<file path="src/hw/lsu_params.svh">
`ifndef LSU_PARAMS_SVH
`define LSU_PARAMS_SVH

// Datapath widths
`define LSU_WORD_WIDTH      32
`define LSU_BYTE_SEL_WIDTH  4

// On-chip data RAM region, inclusive byte addresses
`define LSU_DRAM_BASE       32'h0000_0000
`define LSU_DRAM_LIMIT      32'h0000_0FFF

// Word index into the data RAM, 1024 words
`define LSU_DRAM_ADDR_WIDTH 10

`endif

</file>
<file path="src/hw/lsu_pkg.sv">
`include "lsu_params.svh"

package lsu_pkg;

   // Data or address word
   typedef logic [`LSU_WORD_WIDTH-1:0] word_t;

   // Byte enables, bit 3 is the lane at byte address 0 (bits 31:24)
   typedef logic [`LSU_BYTE_SEL_WIDTH-1:0] byte_sel_t;

   // Access size code as decoded by the pipeline
   typedef logic [1:0] size_t;

   // Word index into the data RAM
   typedef logic [`LSU_DRAM_ADDR_WIDTH-1:0] dram_addr_t;

   localparam size_t SIZE_BYTE  = 2'b00;
   localparam size_t SIZE_WORD  = 2'b10;
   localparam size_t SIZE_HWORD = 2'b11;

endpackage

</file>
<file path="src/hw/lsu_x_stage.sv">
`timescale 1ns/10ps
`include "lsu_params.svh"

module lsu_x_stage import lsu_pkg::*; (
   input  logic      clk_i,
   input  logic      arst_n_i,
   input  logic      stall_m_i,
   input  size_t     size_x_i,
   input  logic      sign_extend_x_i,
   input  word_t     store_operand_x_i,
   input  word_t     address_x_i,
   output word_t     store_data_m_o,
   output byte_sel_t byte_enable_m_o,
   output size_t     size_m_o,
   output logic      sign_extend_m_o,
   output logic      dram_select_x_o,
   output logic      dram_select_m_o,
   output logic      wb_select_x_o,
   output logic      wb_select_m_o
);

   word_t     store_data_x;
   byte_sel_t byte_enable_x;
   logic [1:0] addr_lo_m;      // Low address bits, kept for the alignment check

   // Replicate the operand so each lane carries the store value
   always_comb
   begin
      case (size_x_i)
         SIZE_BYTE:  store_data_x = {4{store_operand_x_i[7:0]}};
         SIZE_HWORD: store_data_x = {2{store_operand_x_i[15:0]}};
         default:    store_data_x = store_operand_x_i;
      endcase
   end

   // Big-endian enables: offset 0 is the top lane
   always_comb
   begin
      case (size_x_i)
         SIZE_BYTE:  byte_enable_x = byte_sel_t'(4'b1000 >> address_x_i[1:0]);
         SIZE_HWORD: byte_enable_x = address_x_i[1] ? 4'b0011 : 4'b1100;
         SIZE_WORD:  byte_enable_x = 4'b1111;
         default:    byte_enable_x = 4'b0000;   // Undefined size, nothing written
      endcase
   end

   // Region decode, everything outside the RAM window goes to the bus
   assign dram_select_x_o = (address_x_i >= `LSU_DRAM_BASE) &&
                            (address_x_i <= `LSU_DRAM_LIMIT);
   assign wb_select_x_o   = !dram_select_x_o;

   // X/M pipeline registers
   always_ff @(posedge clk_i or negedge arst_n_i)
   begin
      if (!arst_n_i)
      begin
         byte_enable_m_o <= '0;
         size_m_o        <= SIZE_BYTE;
         sign_extend_m_o <= 1'b0;
         dram_select_m_o <= 1'b0;
         wb_select_m_o   <= 1'b0;
         addr_lo_m       <= 2'b00;
      end
      else if (!stall_m_i)
      begin
         byte_enable_m_o <= byte_enable_x;
         size_m_o        <= size_x_i;
         sign_extend_m_o <= sign_extend_x_i;
         dram_select_m_o <= dram_select_x_o;
         wb_select_m_o   <= wb_select_x_o;
         addr_lo_m       <= address_x_i[1:0];
      end
   end

   always_ff @(posedge clk_i)
   begin
      if (!stall_m_i)
         store_data_m_o <= store_data_x;
   end

   // Misaligned halfword or word access leaving M
   a_aligned_m : assert property (@(posedge clk_i) disable iff (!arst_n_i)
      !stall_m_i |->
         !((size_m_o == SIZE_HWORD) && addr_lo_m[0]) &&
         !((size_m_o == SIZE_WORD) && (addr_lo_m != 2'b00)))
      else $error("Misaligned access in M, size %b offset %b", size_m_o, addr_lo_m);

endmodule

</file>
<file path="config.mk">
export PLATFORM = sky130hd
export DESIGN_NAME = lsu_x_stage
export DESIGN_NICKNAME = d
export VERILOG_FILES = /design/src/hw/lsu_pkg.sv /design/src/hw/lsu_x_stage.sv
export VERILOG_INCLUDE_DIRS = /design/src /design/src/hw
export SDC_FILE = /design/constraint.sdc
export NUM_CORES = 1
export LEC_CHECK = 0
export ABC_CLOCK_PERIOD_IN_PS = 800
export BUFFER_PORTS_ARGS = -buffer_cell sky130_fd_sc_hd__buf_2
export CORE_MARGIN = 8
export CORE_UTILIZATION = 38
export CTS_BUF_LIST = sky130_fd_sc_hd__clkbuf_16
export DETAILED_ROUTE_END_ITERATION = 12
export GPL_TIMING_DRIVEN = 0
export PLACE_DENSITY = 0.76
export SLEW_MARGIN = 30
export SYNTH_ARGS = -nofsm -noshare
export SYNTH_HDL_FRONTEND = slang
export SYNTH_SLANG_ARGS = --single-unit
</file>
<file path="constraint.sdc">
create_clock -name clk_i -period 0.8 [get_ports clk_i]
set_input_delay 0.16 -clock clk_i [delete_from_list [all_inputs] [get_ports clk_i]]
set_output_delay 0.16 -clock clk_i [all_outputs]
set_load 0.1 [all_outputs]
</file>
==> flow_summary_export.csv <==
group,metric,value,unit
critical_path,slowest_delay,0.25,ns
logic_synthesis,syn_inst,148,
pwr,total_power,7.685,mW
grt,use_met1,0.1928,
clocking,htree_levels,2,
floorplanning,io_pins,113,
cells_and_area,fillers,261,
outcome,status,"finished, violations left",
timing,hold_ws,0.1121,ns
cells_and_area,syn2layout_area_growth,100.1,%
timing,hold_viol_final,0,
timing,setup_slack,-0.4623,ns
floorplanning,start_util,0.3878,
logic_synthesis,ys_seq_area_frac,0.6606,
clocking,ctsRootBufferMaster,"clkbuf_16",
logic_synthesis,synthArstFlopShare,0.2195,
placed_design,dp_slack,-0.7879,ns
routing,drt-pass1-iter-count,4,
flow_run,cap_viol_max_count,0,
routing,viasPerCell,5.369,
floorplanning,die_h,84.74,um
worst_hold_path,hold_class,"primary input to flip-flop",
placed_design,placed_cell_area,2572,um2
grt,gr-total-overflow,0,
grt,antenna_found_initial,0,
logic_synthesis,syn_nets,222,
cells_and_area,final_cell_mix,"buf_2, buf_6, edfxtp_1, buf_12, nand2_2",
cells_and_area,final_common_cell,"buf_2",
logic_synthesis,yosysTopAreaCell,"edfxtp_1",
critical_path,crit_path_start_kind,"primary input",
critical_path,crit_type,"primary input to output pin",
grt,grt_pass1_wl,10130,um
routing,vias,1761,
timing,finalSetupViolCount,73,
timing,fin_setup_tns,-14.90,ns
clocking,clock_latency,0.28,ns
routing,wl_per_cell,20.29,um
placed_design,place_inst,304,
logic_synthesis,yosysWarnings,0,
logic_synthesis,ys_types,23,
floorplanning,rows,25,
logic_synthesis,synthFlopType,"edfxtp_1",
critical_path,end_kind,"output pin",
logic_synthesis,netlist_area,1795,um2
cells_and_area,layout.nets,347,
cells_and_area,final_util,0.7762,
logic_synthesis,yosys_register_bits,41,
logic_synthesis,synth.top_cells.by_area,"edfxtp_1, dfrtp_1, nand2_1",
timing,slew_headroom,0.7832,
cells_and_area,n_antenna_cell,0,
placed_design,dp_hpwl,3906,um
timing,tightest_slew,0.3226,ns
pwr,powerDensity,2139,nW/um2
grt,grt_usage,0.1808,
logic_synthesis,synth.top_cell.area_share,0.5352,
critical_path,critPathArrivalTime,1.10,ns
pwr,ir_drop,0.001205,V
clocking,cts_buffer_depth,2,
cells_and_area,drive_gt1_frac,0.7336,
floorplanning,die_w,84.74,um
timing,clock_skew,0,ns
logic_synthesis,synth_edf_count,32,
routing,drc,0,
grt,use_met3,0.08293,
critical_path,crit_fanout,4,
floorplanning,die_area,7181,um2
routing,drt_iter0_drc,67,
timing,slew_viol_final,0,
placed_design,gp_congestion,0.7214,
grt,use_met2,0.3142,
critical_path,path_cells,"buf_6 > nor4_4 > and3_4 > nand3_4 > clkinvlp_4 > buf_12",
timing,period_needed,1.262,ns
placed_design,port_buffers,102,
critical_path,slowest_stage,"nor4_4",
critical_path,crit_required,0.64,ns
clocking,cts_tree,"done",
grt,grt_max_degree,17,
timing,period_share,1.578,
outcome,violations,"setup timing",
cells_and_area,instances_no_fill,328,
pwr,p_leak,1.537,nW
clocking,numClockSinks,41,
routing,postRouteAntennaNets,0,
grt,top_usage_layer,"met2",
grt,grt_pass1_vias,1937,
timing,max_freq,792.2,MHz
clocking,cts_made_buffers,5,
timing,grt_setup_unrepaired,"yes",
logic_synthesis,synth_area_per_cell,12.13,um2
floorplanning,core,4629,um2
cells_and_area,final_cell_area,3593,um2
routing,drt_wl_total,6654,um
clocking,clkTransAtPathRegs,0.06,ns
[what timing repair did]
item | CTS | global route
setup endpoints to repair | 105 | 76
setup buffers | 11 | 2
hold buffers | 1 | 0
hold endpoints to repair | 9 | 0
gates cloned | 4 | 1
resized for setup | 151 | 33
pin swaps | 21 | 7
[final cells by class]
type / instances / area, um2 / share of cell area
inverters: 6 / 50.05 / 0.01393
clock buffers: 5 / 125.1 / 0.03482
multi-input cells: 92 / 839.6 / 0.2336
well taps: 54 / 67.56 / 0.01880
repair buffers: 120 / 1169 / 0.3252
plain buffers: 6 / 101.3 / 0.02820
repair inverters: 1 / 7.507 / 0.002089
clock inverters: 3 / 13.76 / 0.003830
flip-flops and latches: 41 / 1220 / 0.3395
[logic make-up (layout without fill, tap and decap cells)]
| group | Yosys count | count (layout) | synth area share |
|---|---|---|---|
| AOI/OAI and AO/OA | 44 | 44 | 0.1603 |
| adders and majority gates | 4 | 4 | 0.02788 |
| buffers and inverters | 15 | 141 | 0.03275 |
| DFF | 41 | 41 | 0.6606 |
| muxes | 2 | 2 | 0.01463 |
| and+or+nand+nor | 42 | 42 | 0.1038 |
[cells in the mapped netlist, types with 2 or more instances]
cell	n
buf_2	2
nand2_1	30
clkbuf_1	6
o21ai_0	20
a21o_1	2
inv_1	6
ha_1	4
edfxtp_1	32
a22o_1	10
a22oi_1	8
a21oi_1	2
dfrtp_1	9
nor4_1	5
or2_2	2
nor2_1	2
[flip-flops by register name (all words and copies together) (netlist names)]
signal,flops
byte_enable_m_o,4
dram_select_m_o,1
sign_extend_m_o,1
size_m_o,2
store_data_m_o,32
wb_select_m_o,1
[worst paths after layout]
check                                   start                  to  slack, ns  cells after the start
max                           address_x_i[23]     dram_select_x_o      -0.46                      6
min                           sign_extend_x_i     sign_extend_m_o       0.11                      2
max reg2reg                     wb_select_m_o       wb_select_m_o      -0.07                      1
min reg2reg                byte_enable_m_o[2]  byte_enable_m_o[2]       0.57                      2
max in group asynchronous            arst_n_i       wb_select_m_o       0.34                      2
min in group asynchronous            arst_n_i  byte_enable_m_o[2]       0.26                      2
[critical path, delay by kind of cell]
family | cells | cell delay (ns)
and+or+nand+nor | 3 | 0.56
buffers and inverters | 3 | 0.38
[per-layer routing]
| layer | vias to the layer above | wire [um] |
|---|---|---|
| li1 | 797 | - |
| met2 | 94 | 3410 |
| met1 | 858 | 2491 |
| met3 | 12 | 664 |
| met5 | - | 0 |
| met4 | 0 | 87 |
[power by group]
part	switching [mW]	total [mW]	leakage [nW]	internal, mW
combinational	2.09	3.10	1.05	1.01
sequential	0.121	2.69	0.410	2.57
clock	0.766	1.90	0.0748	1.13
total	2.97	7.69	1.54	4.71
No activity file was read; power rests on OpenSTA's default activity.
