===== src/hw/lsu_params.svh =====
`ifndef LSU_PARAMS_SVH
`define LSU_PARAMS_SVH

// Datapath widths
`define LSU_WORD_WIDTH      32
`define LSU_BYTE_SEL_WIDTH  4

// On-chip data RAM region, inclusive byte addresses
`define LSU_DRAM_BASE       32'h0000_0000
`define LSU_DRAM_LIMIT      32'h0000_0FFF

// Word index into the data RAM, 1024 words
`define LSU_DRAM_ADDR_WIDTH 10

`endif


===== src/hw/lsu_pkg.sv =====
`include "lsu_params.svh"

package lsu_pkg;

   // Data or address word
   typedef logic [`LSU_WORD_WIDTH-1:0] word_t;

   // Byte enables, bit 3 is the lane at byte address 0 (bits 31:24)
   typedef logic [`LSU_BYTE_SEL_WIDTH-1:0] byte_sel_t;

   // Access size code as decoded by the pipeline
   typedef logic [1:0] size_t;

   // Word index into the data RAM
   typedef logic [`LSU_DRAM_ADDR_WIDTH-1:0] dram_addr_t;

   localparam size_t SIZE_BYTE  = 2'b00;
   localparam size_t SIZE_WORD  = 2'b10;
   localparam size_t SIZE_HWORD = 2'b11;

endpackage


===== src/hw/lsu_load_align.sv =====
`timescale 1ns/10ps

module lsu_load_align import lsu_pkg::*; (
   input  logic  clk_i,
   input  logic  arst_n_i,
   input  logic  wb_select_m_i,
   input  word_t wb_data_m_i,
   input  word_t dram_data_m_i,
   input  size_t size_m_i,
   input  logic  sign_extend_m_i,
   input  word_t address_m_i,
   output word_t load_data_w_o
);

   word_t       data_w;
   size_t       size_w;
   logic        sign_extend_w;
   logic [1:0]  addr_w;
   logic [7:0]  byte_w;
   logic [15:0] half_w;

   // M/W registers
   always_ff @(posedge clk_i or negedge arst_n_i)
   begin
      if (!arst_n_i)
      begin
         data_w        <= '0;
         size_w        <= SIZE_BYTE;
         sign_extend_w <= 1'b0;
         addr_w        <= 2'b00;
      end
      else
      begin
         data_w        <= wb_select_m_i ? wb_data_m_i : dram_data_m_i;
         size_w        <= size_m_i;
         sign_extend_w <= sign_extend_m_i;
         addr_w        <= address_m_i[1:0];
      end
   end

   // Offset 0 sits in the top lane
   assign byte_w = data_w[{~addr_w, 3'b000} +: 8];
   assign half_w = addr_w[1] ? data_w[15:0] : data_w[31:16];

   always_comb
   begin
      case (size_w)
         SIZE_BYTE:  load_data_w_o = {{24{sign_extend_w & byte_w[7]}}, byte_w};
         SIZE_HWORD: load_data_w_o = {{16{sign_extend_w & half_w[15]}}, half_w};
         default:    load_data_w_o = data_w;    // Full word
      endcase
   end

endmodule


===== config.mk =====
export PLATFORM = sky130hd
export DESIGN_NAME = lsu_load_align
export DESIGN_NICKNAME = d
export VERILOG_FILES = /design/src/hw/lsu_pkg.sv /design/src/hw/lsu_load_align.sv
export VERILOG_INCLUDE_DIRS = /design/src /design/src/hw
export SDC_FILE = /design/constraint.sdc
export NUM_CORES = 1
export LEC_CHECK = 0
export BUFFER_PORTS_ARGS = -buffer_cell sky130_fd_sc_hd__buf_4
export CORE_MARGIN = 2
export CORE_UTILIZATION = 39
export CTS_CLUSTER_DIAMETER = 100
export DETAILED_ROUTE_END_ITERATION = 12
export GPL_TIMING_DRIVEN = 1
export MAX_ROUTING_LAYER = met4
export PLACE_DENSITY = 0.83
export SYNTH_ARGS = -nofsm -noshare
export SYNTH_HDL_FRONTEND = slang
export SYNTH_SLANG_ARGS = --single-unit

===== constraint.sdc =====
create_clock -name clk_i -period 1.8 [get_ports clk_i]
set_input_delay 0.18 -clock clk_i [delete_from_list [all_inputs] [get_ports clk_i]]
set_output_delay 0.18 -clock clk_i [all_outputs]
set_load 0.05 [all_outputs]

==> results.toml, run 1 <==
[timing]
final.min_clock_period_ps = 2058
rsz0062_at_grt = "yes"
fmax_ghz = 0.4858
worst_pin_slew_ps = 464.6
slew_headroom = 0.6903
final-hold-violation-count = 0
post-route-period-util = 1.144
finalSetupViolCount = 32
setup_ws_ps = -258.4
drv_slew = 0

[route]
drtAntennaViolNets = 0
wl_mm = 6.022
drcViolationCount = 0
vias = 1810
dr.pass1.iters = 4
drt_iter0_markers = 72
vias_per_cell = 5.028
wl_per_cell_um = 16.73

[cells_and_area]
insertedDiodeCount = 0
synthToLayoutAreaGrowth_pct = 75.79
fin_nets = 393
multiInputGateArea_sq_um = 1272
final_core_util = 0.7010
nFillCells = 375
regArea_sq_um = 927.1
drive_gt1_frac = 0.7414

[floorplanning]
io_pins = 134
start_util = 0.3988
rows = 26
fp.dieH_um = 75.80
core-area_sq_um = 5042
die_x_um = 75.80
dieArea_sq_um = 5746

[synthesis]
yosys.area.top_type = "dfrtp_1"
synth_fp_nets = 276
synthArstFlopShare = 1.000
synth_ff_type = "dfrtp_1"
synthTopCellsByCount = "40 x mux2_2, 37 x dfrtp_1, 17 x a21oi_1"
syn-cell-area_sq_um = 2011
ys_ff_latch = 37
ys_seq_area_frac = 0.4605
avgSynthCellArea_sq_um = 11.69
yosys.area.top_type_share = 0.4605
synth_cell_types = 24
synth.most_common_cell = "mux2_2"
synthTopCellsByArea = "dfrtp_1 46%, mux2_2 22%, a21o_2 7.0%"
synth_edf_count = 0
yosysWarningCount = 0
syn_inst = 172

[global_routing]
grt_pass1_vias = 1933
antenna_found_initial = 0
overflow = 0
grt_pass1_wl_mm = 9.411
grt.total_usage = 0.2333
grt_max_degree = 38

[power_and_ir_drop]
leakage_nw = 1.595
ir_drop_mv = 0.4886
p_per_area_nw_per_um2 = 788.7
power.total_mw = 2.788

[worst_hold_path]
min_to = "data_w[4]"
whs_path_depth = 2
min_from = "dram_data_m_i[4]"
hp-class = "in -> reg"

[place]
globalplace.congestion = 0.8015
io_buffers = 103
dpl.hpwl_mm = 4.104

[clock_network]
cts_max_level = 2
clock_path_buffers = 2
cts_tree = "done"
cts.sinks = 37
clk_pin_slew_ps = 70
cts_buffers = 5
cts-root-buf = "clkbuf_8"

[setup_path]
cp_num_buf_inv = 4
crit_required_ps = 1620
cp_slowest_stage_delay_ps = 400
crit_top_cell = "buf_6"
end_kind = "output pin"
critical_path_class = "reg -> out"
critical_path.max_fanout = 7
crit_path_cell_trace = "inv_2, ha_4, buf_6, nor2b_4, o21ai_4, a21oi_4, buf_6, a21o_4, buf_8"
crit_family = "buffers and inverters"
arrival_ps = 1880
start_kind = "flop"
slowest_stage = "dfrtp_1"

[flow_run]
cap_violations = 0

[status]
violations = "negative setup slack"
status = "finished, violations left"
-- repair_timing --
item | CTS | global route
pin swaps | 4 | 6
endpoints found under the setup margin | 32 | 32
endpoints found under the hold margin | 42 | 0
resized for setup | 75 | 13
hold buffers | 6 | 0
setup buffers | 4 | 0
-- cell type report --
class,instances,share of cell area
clock buffer,7,0.02726
clock inverter,1,0.002478
inverter,3,0.003186
multi-input combinational,120,0.3600
sequential,37,0.2623
tap,70,0.02478
timing repair buffer,122,0.3200
-- layer usage --
metal  GRT usage  routed length (um)
met1      0.2546                2221
met2      0.4167                3405
met3     0.05291                 289
met4     0.07602                 106
met5           -                   0
-- flip-flops by register name, summed over array words and instances, names as in the netlist --
name,cells
size_w,2
addr_w,2
sign_extend_w,1
data_w,32
-- worst max path at each step --
| stage | slack [ps] | endpoint | start | depth (start not counted) |
|---|---|---|---|---|
| floorplan | -150 | load_data_w_o[11] | size_w[0] | 6 |
| global placement | -200 | load_data_w_o[3] | size_w[0] | 8 |
| detailed placement | -190 | load_data_w_o[3] | size_w[0] | 8 |
| CTS | -230 | load_data_w_o[19] | size_w[0] | 9 |
| global route | -310 | load_data_w_o[17] | size_w[0] | 9 |
| finish | -260 | load_data_w_o[17] | size_w[0] | 9 |
-- placed cells by master (no fill, tap or decap), drive strengths merged, types with 2 or more instances in the layout --
cell type / netlist / layout
nand2: 8 / 8
o21ai: 9 / 9
mux2: 42 / 42
nor2b: 9 / 9
nor2: 2 / 2
dfrtp: 37 / 37
a21o: 16 / 16
ha: 2 / 2
buf: 7 / 116
nand3: 2 / 2
a22oi: 8 / 8
a21oi: 18 / 18
clkbuf: 5 / 7
inv: 3 / 4
dlygate4sd3: 0 / 6
-- stage by stage --
stage               hold slack, ps  instance area (sq um)  setup TNS [ps]  instances  setup WS, ps
finish                       94.62                   3535           -6877        360        -258.4
global route                 84.58                   3535           -8792        360        -312.2
CTS                          87.61                   3482           -6057        361        -226.5
detailed placement           168.4                   2975           -1170        344        -185.4
global placement             162.7                   2975          -853.0        344        -195.7
floorplan                   -115.6                   2078          -316.2        172        -153.4
-- report_power, final --
group | switching [mW] | total (mW) | internal [mW]
Clock | 0.309 | 0.662 | 0.353
Sequential | 0.0440 | 0.936 | 0.892
Combinational | 0.647 | 1.19 | 0.542
Total | 1.00 | 2.79 | 1.79
-- kinds of logic after synthesis --
| logic type | Yosys count | synth area share |
|---|---|---|
| flops | 37 | 0.4605 |
| buf+inv | 15 | 0.04107 |
| compound gates | 53 | 0.1898 |
| simple gates | 22 | 0.05601 |
| mux | 43 | 0.2402 |
| fa+ha+maj | 2 | 0.01244 |
Note: power is estimated with default switching activity, not from simulation.
==> run 2: changes to the inputs <==
--- a/config.mk
+++ b/config.mk
@@ -14,6 +14,7 @@
 export GPL_TIMING_DRIVEN = 1
 export MAX_ROUTING_LAYER = met4
 export PLACE_DENSITY = 0.83
+export SETUP_SLACK_MARGIN = 0.4
 export SYNTH_ARGS = -nofsm -noshare
 export SYNTH_HDL_FRONTEND = slang
 export SYNTH_SLANG_ARGS = --single-unit
==> results.toml, run 2 (synthesis gave the netlist of run 1 again) <==
[place]
dp.cells = 343
dpl_cell_area_sq_um = 3164
globalplace.congestion = 0.7527
dpl.hpwl_mm = 4.179
pre_cts_ws_ps = -118.9
io_buffers = 103

[clock_network]
cts-root-buf = "clkbuf_8"
cts_tree = "done"
clk_pin_slew_ps = 80
cts_buffers = 5
clock_path_buffers = 2
cts.sinks = 37
cts_max_level = 2

[timing]
final.min_clock_period_ps = 2023
slew_headroom = 0.6841
post-route-period-util = 1.124
drv_slew = 0
final-hold-violation-count = 0
rsz0062_at_grt = "yes"
finalSetupViolCount = 32
fmax_ghz = 0.4943
worst_pin_slew_ps = 473.9
setup_ws_ps = -223.2

[cells_and_area]
final_common_cell = "buf_4"
fin_nets = 398
largest_reg_flops = 32
drive_gt1_frac = 0.8034
design_area_sq_um = 3707
insertedDiodeCount = 0
final_cell_mix = "89 x buf_4, 38 x mux2_2, 35 x dfrtp_1"
final_core_util = 0.7352
nFillCells = 333
top_regs = "data_w: 32 flops, addr_w: 2 flops, size_w: 2 flops"
synthToLayoutAreaGrowth_pct = 84.38
regMostFlops = "data_w"
final_cell_count_no_fill = 365

[worst_hold_path]
min_from = "dram_data_m_i[4]"
min_to = "data_w[4]"
hp-class = "in -> reg"
whs_path_depth = 2

[floorplanning]
fp.dieH_um = 75.80
rows = 26
start_util = 0.3988
dieArea_sq_um = 5746
die_x_um = 75.80
io_pins = 134
core-area_sq_um = 5042

[power_and_ir_drop]
ir_drop_mv = 0.4836
power.total_mw = 2.797
p_per_area_nw_per_um2 = 754.5
leakage_nw = 1.625

[setup_path]
crit_family = "flip-flops"
critical_path_class = "reg -> out"
crit_path_cell_trace = "inv_2, ha_4, nor2b_4, o21ai_4, a21oi_4, buf_12, a21o_2, buf_8"
end_kind = "output pin"
cp_slowest_stage_delay_ps = 400
slowest_stage = "dfrtp_1"
crit_required_ps = 1620
cp_num_buf_inv = 3
critical_path.max_fanout = 13
start_kind = "flop"
arrival_ps = 1840

[route]
drtAntennaViolNets = 0
vias = 1834
wl_per_cell_um = 17.25
dr.pass1.iters = 4
drcViolationCount = 0
drt_iter0_markers = 78
wl_mm = 6.296
vias_per_cell = 5.025

[global_routing]
grtUsageMet1 = 0.2774
grt_max_degree = 38
overflow = 0
grt_pass1_wl_mm = 9.811
grt_pass1_vias = 2022
busiest_layer = "met2"
antenna_found_initial = 0
grt_use_met2 = 0.4234
grt_use_met3 = 0.05291
grt.total_usage = 0.2436

[status]
status = "finished, violations left"
violations = "negative setup slack"

[flow_run]
cap_violations = 0
-- run 2: cell types whose count changed in the layout (fill, tap and decap cells not counted), moves of 7 or more --
cell / change
a21oi_1: -7
nor2b_2: +7
buf_6: -9
nor2b_1: -7
buf_4: +9
-- run 2: power by group --
group | internal, mW | leakage (nW) | switching (mW)
Clock | 0.273 | 0.0374 | 0.319
Sequential | 0.892 | 0.429 | 0.0487
Combinational | 0.582 | 1.16 | 0.682
-- run 2: area by class of cell --
cell class	count	area, sq um	share of cell area
Multi-Input combinational cell	120	1410	0.3804
Timing Repair Buffer	127	1182	0.3189
Sequential cell	37	928.4	0.2504
Tap cell	70	87.58	0.02362
Clock buffer	6	72.57	0.01957
Clock inverter	2	15.01	0.004050
Inverter	3	11.26	0.003037
-- run 2: how the worst max path moves through the flow --
stage              start                end  cells after the start
6_report       size_w[0]  load_data_w_o[26]                      8
5_1_grt        size_w[0]  load_data_w_o[24]                      8
4_1_cts        size_w[0]   load_data_w_o[5]                      7
3_5_place_dp   size_w[1]  load_data_w_o[30]                      7
3_3_place_gp   addr_w[1]   load_data_w_o[3]                      6
2_1_floorplan  addr_w[0]  load_data_w_o[10]                      3
-- run 2: through the flow --
step	hold WS, ps	TNS [ps]
global placement	165.3	-2117
CTS	93.92	-5034
finish	95.12	-6252
detailed placement	171.3	-2649
floorplan	-115.6	0
global route	90.96	-8436
-- run 2: what timing repair did --
item	in CTS	in global routing
resized for setup	70	8
endpoints found under the hold margin	42	0
buffers inserted	6	2
hold buffers	6	0
pin swaps	12	0
setup endpoints to repair	32	32
-- run 2: layer usage --
layer / wire, um / up-vias
met4: 120 / 0
li1: - / 859
met3: 299 / 14
met2: 3475 / 65
met1: 2400 / 896
met5: 0 / -
