`src/hw/lsu_params.svh`:
```
`ifndef LSU_PARAMS_SVH
`define LSU_PARAMS_SVH

// Datapath widths
`define LSU_WORD_WIDTH      32
`define LSU_BYTE_SEL_WIDTH  4

// On-chip data RAM region, inclusive byte addresses
`define LSU_DRAM_BASE       32'h0000_0000
`define LSU_DRAM_LIMIT      32'h0000_0FFF

// Word index into the data RAM, 1024 words
`define LSU_DRAM_ADDR_WIDTH 10

`endif

```
`src/hw/lsu_pkg.sv`:
```
`include "lsu_params.svh"

package lsu_pkg;

   // Data or address word
   typedef logic [`LSU_WORD_WIDTH-1:0] word_t;

   // Byte enables, bit 3 is the lane at byte address 0 (bits 31:24)
   typedef logic [`LSU_BYTE_SEL_WIDTH-1:0] byte_sel_t;

   // Access size code as decoded by the pipeline
   typedef logic [1:0] size_t;

   // Word index into the data RAM
   typedef logic [`LSU_DRAM_ADDR_WIDTH-1:0] dram_addr_t;

   localparam size_t SIZE_BYTE  = 2'b00;
   localparam size_t SIZE_WORD  = 2'b10;
   localparam size_t SIZE_HWORD = 2'b11;

endpackage

```
`src/hw/lsu_wb_master.sv`:
```
`timescale 1ns/10ps

module lsu_wb_master import lsu_pkg::*; (
   input  logic      clk_i,
   input  logic      arst_n_i,
   input  logic      stall_x_i,
   input  logic      stall_m_i,
   input  logic      kill_m_i,
   input  logic      load_q_x_i,
   input  logic      load_q_m_i,
   input  logic      store_q_m_i,
   input  logic      wb_select_x_i,
   input  logic      wb_select_m_i,
   input  word_t     address_m_i,
   input  word_t     store_data_m_i,
   input  byte_sel_t byte_enable_m_i,
   input  word_t     d_dat_i,
   input  logic      d_ack_i,
   input  logic      d_err_i,
   output word_t     wb_data_m_o,
   output logic      stall_wb_load_o,
   output word_t     d_dat_o,
   output word_t     d_adr_o,
   output byte_sel_t d_sel_o,
   output logic      d_cyc_o,
   output logic      d_stb_o,
   output logic      d_we_o
);

   logic load_complete;    // Bus load in M already has its data
   logic cyc_done;
   logic start_store;
   logic start_load;

   assign cyc_done    = d_cyc_o && (d_ack_i || d_err_i);
   assign start_store = !d_cyc_o && store_q_m_i && wb_select_m_i && !stall_m_i;
   assign start_load  = !d_cyc_o && load_q_m_i && wb_select_m_i && !load_complete &&
                        !kill_m_i;

   always_ff @(posedge clk_i or negedge arst_n_i)
   begin
      if (!arst_n_i)
      begin
         d_cyc_o         <= 1'b0;
         d_stb_o         <= 1'b0;
         d_we_o          <= 1'b0;
         d_dat_o         <= '0;
         d_adr_o         <= '0;
         d_sel_o         <= '0;
         wb_data_m_o     <= '0;
         load_complete   <= 1'b0;
         stall_wb_load_o <= 1'b0;
      end
      else
      begin
         if (cyc_done)
         begin
            d_cyc_o       <= 1'b0;
            d_stb_o       <= 1'b0;
            wb_data_m_o   <= d_dat_i;
            load_complete <= !d_we_o;   // A finished store must not mark a load done
         end
         else if (start_store)
         begin
            d_dat_o <= store_data_m_i;
            d_adr_o <= address_m_i;
            d_sel_o <= byte_enable_m_i;
            d_we_o  <= 1'b1;
            d_cyc_o <= 1'b1;
            d_stb_o <= 1'b1;
         end
         else if (start_load)
         begin
            d_adr_o         <= address_m_i;
            d_sel_o         <= byte_enable_m_i;
            d_we_o          <= 1'b0;
            d_cyc_o         <= 1'b1;
            d_stb_o         <= 1'b1;
            stall_wb_load_o <= 1'b0;    // Cycle held open now keeps M stalled
         end

         // Instruction leaves M
         if (!stall_m_i)
            load_complete <= 1'b0;

         // Bus load entering M, hold it there until the read is issued
         if (load_q_x_i && wb_select_x_i && !stall_x_i)
            stall_wb_load_o <= 1'b1;

         if (kill_m_i)
            stall_wb_load_o <= 1'b0;
      end
   end

   a_stb_is_cyc : assert property (@(posedge clk_i) disable iff (!arst_n_i)
      d_stb_o == d_cyc_o)
      else $error("Wishbone stb and cyc differ");

   // Request held stable until the slave answers
   a_req_stable : assert property (@(posedge clk_i) disable iff (!arst_n_i)
      d_cyc_o && !d_ack_i && !d_err_i |=>
         d_cyc_o && $stable(d_adr_o) && $stable(d_we_o) && $stable(d_sel_o))
      else $error("Wishbone request changed before ack");

endmodule

```
`config.mk`:
```
export PLATFORM = sky130hd
export DESIGN_NAME = lsu_wb_master
export DESIGN_NICKNAME = d
export VERILOG_FILES = /design/src/hw/lsu_pkg.sv /design/src/hw/lsu_wb_master.sv
export VERILOG_INCLUDE_DIRS = /design/src /design/src/hw
export SDC_FILE = /design/constraint.sdc
export NUM_CORES = 1
export LEC_CHECK = 0
export ABC_CLOCK_PERIOD_IN_PS = 1800
export BUFFER_PORTS_ARGS = -buffer_cell sky130_fd_sc_hd__buf_4
export CORE_MARGIN = 4
export CORE_UTILIZATION = 30
export CTS_BUF_LIST = sky130_fd_sc_hd__clkbuf_4 sky130_fd_sc_hd__clkbuf_8
export CTS_CLUSTER_SIZE = 40
export DETAILED_ROUTE_END_ITERATION = 8
export PLACE_DENSITY = 0.71
export SLEW_MARGIN = 20
export SYNTH_ARGS = -nofsm -noshare
export SYNTH_HDL_FRONTEND = slang
export SYNTH_SLANG_ARGS = --single-unit
```
`constraint.sdc`:
```
create_clock -name clk_i -period 1.8 [get_ports clk_i]
set_input_delay 0.27 -clock clk_i [delete_from_list [all_inputs] [get_ports clk_i]]
set_output_delay 0.27 -clock clk_i [all_outputs]
set_load 0.1 [all_outputs]
```
==> results.md, run 1 <==
* Number of cells on the worst hold path at 2
* Crit path from: d_stb_o
* Hold Violations, Final at 0
* Mapped Cells at 230
* Worst-path clk slew at 0.09 ns
* Post-synth top area cell: dfrtp_1
* Critical Path End Type: flop
* Die X at 122 microns
* Post-layout min period at 1.74 ns
* Syn Area/Cell at 17.0 sq um
* Final nets at 566
* Hold_sp: kill_m_i
* Placed wire-length estimate at 7.98 mm
* # rows at 41
* Top cells by count, synth: dfrtp_1, mux2_2, mux2_1
* Post-synth ARST share at 100%
* IO buf count at 215
* WHS Endpoint: stall_wb_load_o
* Critical path peak fanout at 19
* Total vias in the final route at 2779
* First-pass GRT wire length at 15.8 mm
* Filler cells at 1116
* Worst Tran Pin Value at 0.333 ns
* Diodes inserted at 0
* Mapped Area at 3910 sq um
* Vias in the first global route at 3086
* Flops & latches, synth at 104
* RSZ-0062 raised after global routing: true
* Ports at 216
* Die area at 14900 sq um
* Finished Cell Area at 6050 sq um
* Final hold slack at 0.0835 ns
* Post-synth cell types at 19
* Seq/Total Area, Yosys at 66.6%
* Die span in y at 122 microns
* Crit path DAT at 2.00 ns
* CTS H-tree depth at 3
* Mapped Nets at 342
* Yosys top cell area share at 66.6%
* Final setup viols at 0
* Count leader, synth: dfrtp_1
* Req. time, crit path at 2.06 ns
* Drt wl/cell at 16.3 microns
* Initial antenna violation count at 0
* End of the worst register-to-register path: d_adr_o[0]
* Clock sinks at 104
* Clk root buf: clkbuf_8
* Top FF cell, synth: dfrtp_1
* Effective utilization at floorplan at 30.9%
* CTS Buffer Depth at 2
* Synth warn at 0
* R2r setup slk at 0.06 ns
* Worst Clk Skew at 0.00962 ns
* Slew Limit Headroom at 77.8%
* DRT Pass-1 Iters at 4
* Via-to-Cell Ratio at 4.40
* Gr ovfl total at 0
* Overall routed net length at 10.3 mm
* Pre-CTS WS at -0.0279 ns
* Largest net degree at the start of global routing at 38
* Fmax at 575 MHz
* Worst setup margin at 0.0613 ns
* Max Cap Viol at 0
* Crit Reg-Reg Startpoint: d_stb_o
* CTS buffer count at 9
* Cell Area, Placed at 5820 sq um
* Syn-to-layout area delta at 54.7%
* Crit start category: flop
* DRT antenna net count at 0
* Min-Delay Path Class: in -> reg
* CTS tree: built
* Crit Path Category: reg -> reg
* Ratio of cells with drive above 1 in the final layout at 69.1%
* Drt first-iter violations at 87
* Number of synthesized flops with an enable pin at 0
* Gr usage total at 13.8%
* Status: complete, no violations
* Skew-Pair Late Insertion Delay at 0.36 ns
* Final Max Tran Viols at 0
* Final Cycle Share at 96.6%
* Worst R2R Path Depth at 4
* Final Wtd Congestion at 0.709
* DRC viols at 0
* Area contributors post-synth: dfrtp_1, mux2_2, mux2_1
* Core area at 12700 sq um
==> per-layer routing <==
layer,wire [microns],share of wire [%],track usage (%),up-vias
met5,0,0,0,-
met4,161,1.6,5.53,0
met3,1160,11,5.34,12
met2,5110,50,23.7,134
met1,3870,38,15.5,1376
li1,-,-,-,1257
==> state kept, by name, indices dropped and copies added, names as in the netlist <==
signal	flops
load_complete	1
d_stb_o	1
wb_data_m_o	32
d_sel_o	4
stall_wb_load_o	1
d_adr_o	32
d_dat_o	32
d_we_o	1
==> how the worst max path moves through the flow <==
stage	endpoint	slack [ns]	cells past startpoint
floorplan	d_adr_o[10]	-0.13	6
global placement	d_adr_o[1]	0.04	4
detailed placement	d_adr_o[1]	-0.03	4
CTS	d_adr_o[9]	0.06	4
global route	d_dat_o[9]	-0.002	3
finish	d_adr_o[0]	0.06	4
==> through the flow <==
stage | cells | utilization [%] | setup TNS (ns)
after floorplan | 230 | - | -3.69
after global placement | 613 | 45.9 | 0
after detailed placement | 613 | 45.9 | -0.311
after CTS | 631 | 47.7 | 0
after global routing | 631 | 47.7 | -0.00279
final | 631 | 47.7 | 0
==> critical path, cell delays in order (launching register included) <==
cell       delay [ns]
dfrtp_4          0.50
nand4bb_1        0.28
o21bai_4         0.29
buf_12           0.20
mux2_2           0.34
==> layout by cell type, fill, tap and decap left out <==
cell,instances
a21boi_0,1
a21o_1,1
a21oi_1,1
buf_12,5
buf_4,217
buf_6,2
bufinv_16,1
clkbuf_4,2
clkbuf_8,10
clkinv_2,1
clkinvlp_4,1
dfrtp_1,103
dfrtp_4,1
dlygate4sd3_1,1
inv_6,1
mux2_1,28
mux2_2,71
mux2_4,1
nand2_1,1
nand2b_1,1
nand3b_1,1
nand4bb_1,1
nor2b_1,1
nor4bb_4,1
o21ai_0,2
o21ai_4,1
o21bai_4,1
or2_2,1
==> cell type report <==
| class | count | area (sq um) | area share (%) |
|---|---|---|---|
| clock buffers | 12 | 153 | 2.52 |
| multi-input cells | 114 | 1260 | 20.9 |
| flip-flops and latches | 104 | 2610 | 43.1 |
| clock inverters | 4 | 51.3 | 0.848 |
| well taps | 172 | 215 | 3.56 |
| repair buffers | 225 | 1760 | 29.1 |
==> cell families after synthesis <==
logic type / synth area share (%)
and+or+nand+nor: 1.31
buffers and inverters: 2.24
AOI/OAI and AO/OA: 1.09
DFF: 66.6
muxes: 28.8
==> what timing repair did <==
action | in CTS | in global routing
cloned | 0 | 0
hold buffers | 1 | 0
resized for setup | 1 | 2
hold endpoints to repair | 80 | 0
endpoints found under the setup margin | 26 | 1
pin swaps | 1 | 1
buffers inserted | 1 | 0
Power of run 1 is left out: the tool's default activity adds up to more than one toggle a clock period on the data nets, which glitch-free logic cannot reach.
==> run 2: changes to the inputs <==
==> constraint.sdc (replaced) <==
create_clock -name clk_i -period 1.8 [get_ports clk_i]
set_input_delay 0.18 -clock clk_i [delete_from_list [all_inputs] [get_ports clk_i]]
set_output_delay 0.18 -clock clk_i [all_outputs]
set_load 0.1 [all_outputs]
==> results.md, run 2 (synthesized netlist as in run 1, its figures left out) <==
* Placed wire-length estimate at 7.76 mm
* Ports at 216
* Worst Tran Pin Value at 0.327 ns
* Vias in the first global route at 3053
* Commonest non-fill, non-tap cell in the layout: buf_4
* Final nets at 567
* Critical Path End Type: flop
* Worst setup margin at 0.0843 ns
* Min-Delay Path Class: in -> reg
* Hold Violations, Final at 0
* Post-layout min period at 1.72 ns
* Die span in y at 122 microns
* Gr usage total at 13.4%
* Top flop regs: d_adr_o: 32 flops, d_dat_o: 32 flops, wb_data_m_o: 32 flops
* Clock sinks at 104
* Cell Area, Placed at 5800 sq um
* Total vias in the final route at 2734
* # rows at 41
* CTS H-tree depth at 3
* Final setup viols at 0
* Drt wl/cell at 15.8 microns
* Critical path peak fanout at 26
* Core area at 12700 sq um
* Final Max Tran Viols at 0
* Effective utilization at floorplan at 30.9%
* Filler cells at 1085
* Crit Reg-Reg Startpoint: d_stb_o
* Syn-to-layout area delta at 55.1%
* Req. time, crit path at 2.05 ns
* Largest net degree at the start of global routing at 52
* Skew-Pair Late Insertion Delay at 0.36 ns
* Hold_sp: address_m_i[2]
* DRT Pass-1 Iters at 4
* Crit start category: flop
* Drt first-iter violations at 63
* Crit path from: d_stb_o
* Slew Limit Headroom at 78.2%
* Diodes inserted at 0
* Crit path DAT at 1.97 ns
* DRT antenna net count at 0
* Clk root buf: clkbuf_8
* CTS Buffer Depth at 2
* Worst Clk Skew at 0.00511 ns
* CTS buffer count at 9
* Status: complete, no violations
* Most frequent cells in the layout: buf_4, dfrtp_1, mux2_2
* Pre-CTS WS at 0.0869 ns
* Ratio of cells with drive above 1 in the final layout at 68.2%
* IO buf count at 215
* Gr ovfl total at 0
* Die X at 122 microns
* Finished Cell Area at 6060 sq um
* Worst-path clk slew at 0.09 ns
* Final Cycle Share at 95.3%
* Die area at 14900 sq um
* Via-to-Cell Ratio at 4.33
* Crit Path Category: reg -> reg
* DRC viols at 0
* Final hold slack at 0.0331 ns
* Fmax at 583 MHz
* Overall routed net length at 9.96 mm
* First-pass GRT wire length at 15.4 mm
* Max Cap Viol at 0
* CTS tree: built
* Final Wtd Congestion at 0.718
* Initial antenna violation count at 0
-- run 2: path summary, 6_finish.rpt --
path	to	slack (ns)	cells after the start
setup / recovery	d_sel_o[2]	0.08	4
hold / removal	d_adr_o[2]	0.03	2
setup reg to reg	d_sel_o[2]	0.08	4
hold reg to reg	d_adr_o[4]	0.49	1
max in group asynchronous	wb_data_m_o[15]	0.95	3
min in group asynchronous	d_adr_o[18]	0.27	2
-- run 2: layout make-up --
| cell class | count | area [sq um] | area share [%] |
|---|---|---|---|
| flip-flops and latches | 104 | 2610 | 43.0 |
| repair buffers | 226 | 1760 | 29.0 |
| multi-input cells | 114 | 1260 | 20.7 |
| well taps | 172 | 215 | 3.55 |
| clock buffers | 12 | 159 | 2.62 |
| clock inverters | 3 | 65.1 | 1.07 |
-- run 2: critical path, stage by stage, from the launching register on --
cell and delay, ns:
dfrtp_4 0.53, nor4bb_4 0.31, o21bai_4 0.20, buf_12 0.20, mux2_2 0.36
-- run 2: per-stage QoR --
step                      TNS (ns)  util (%)  std cells
final                            0      47.9        631
after detailed placement         0      45.7        612
after floorplan              -3.69         -        230
after global placement           0      45.7        612
after CTS                        0      47.8        631
after global routing      -0.00318      47.9        631
-- run 2: timing repair --
item,in CTS,in global routing
setup buffers,0,0
resized for setup,0,1
endpoints found under the setup margin,0,1
hold buffers,4,0
hold endpoints to repair,25,0
-- run 2: routing by layer --
metal  vias to the layer above  routed length [microns]  track usage (%)
met5                         -                        0                0
met4                         0                      191             5.60
met3                        14                     1100             5.66
met2                       143                     4840             21.8
met1                      1315                     3830             15.5
li1                       1262                        -                -
Power of run 2 is left out for the same reason.
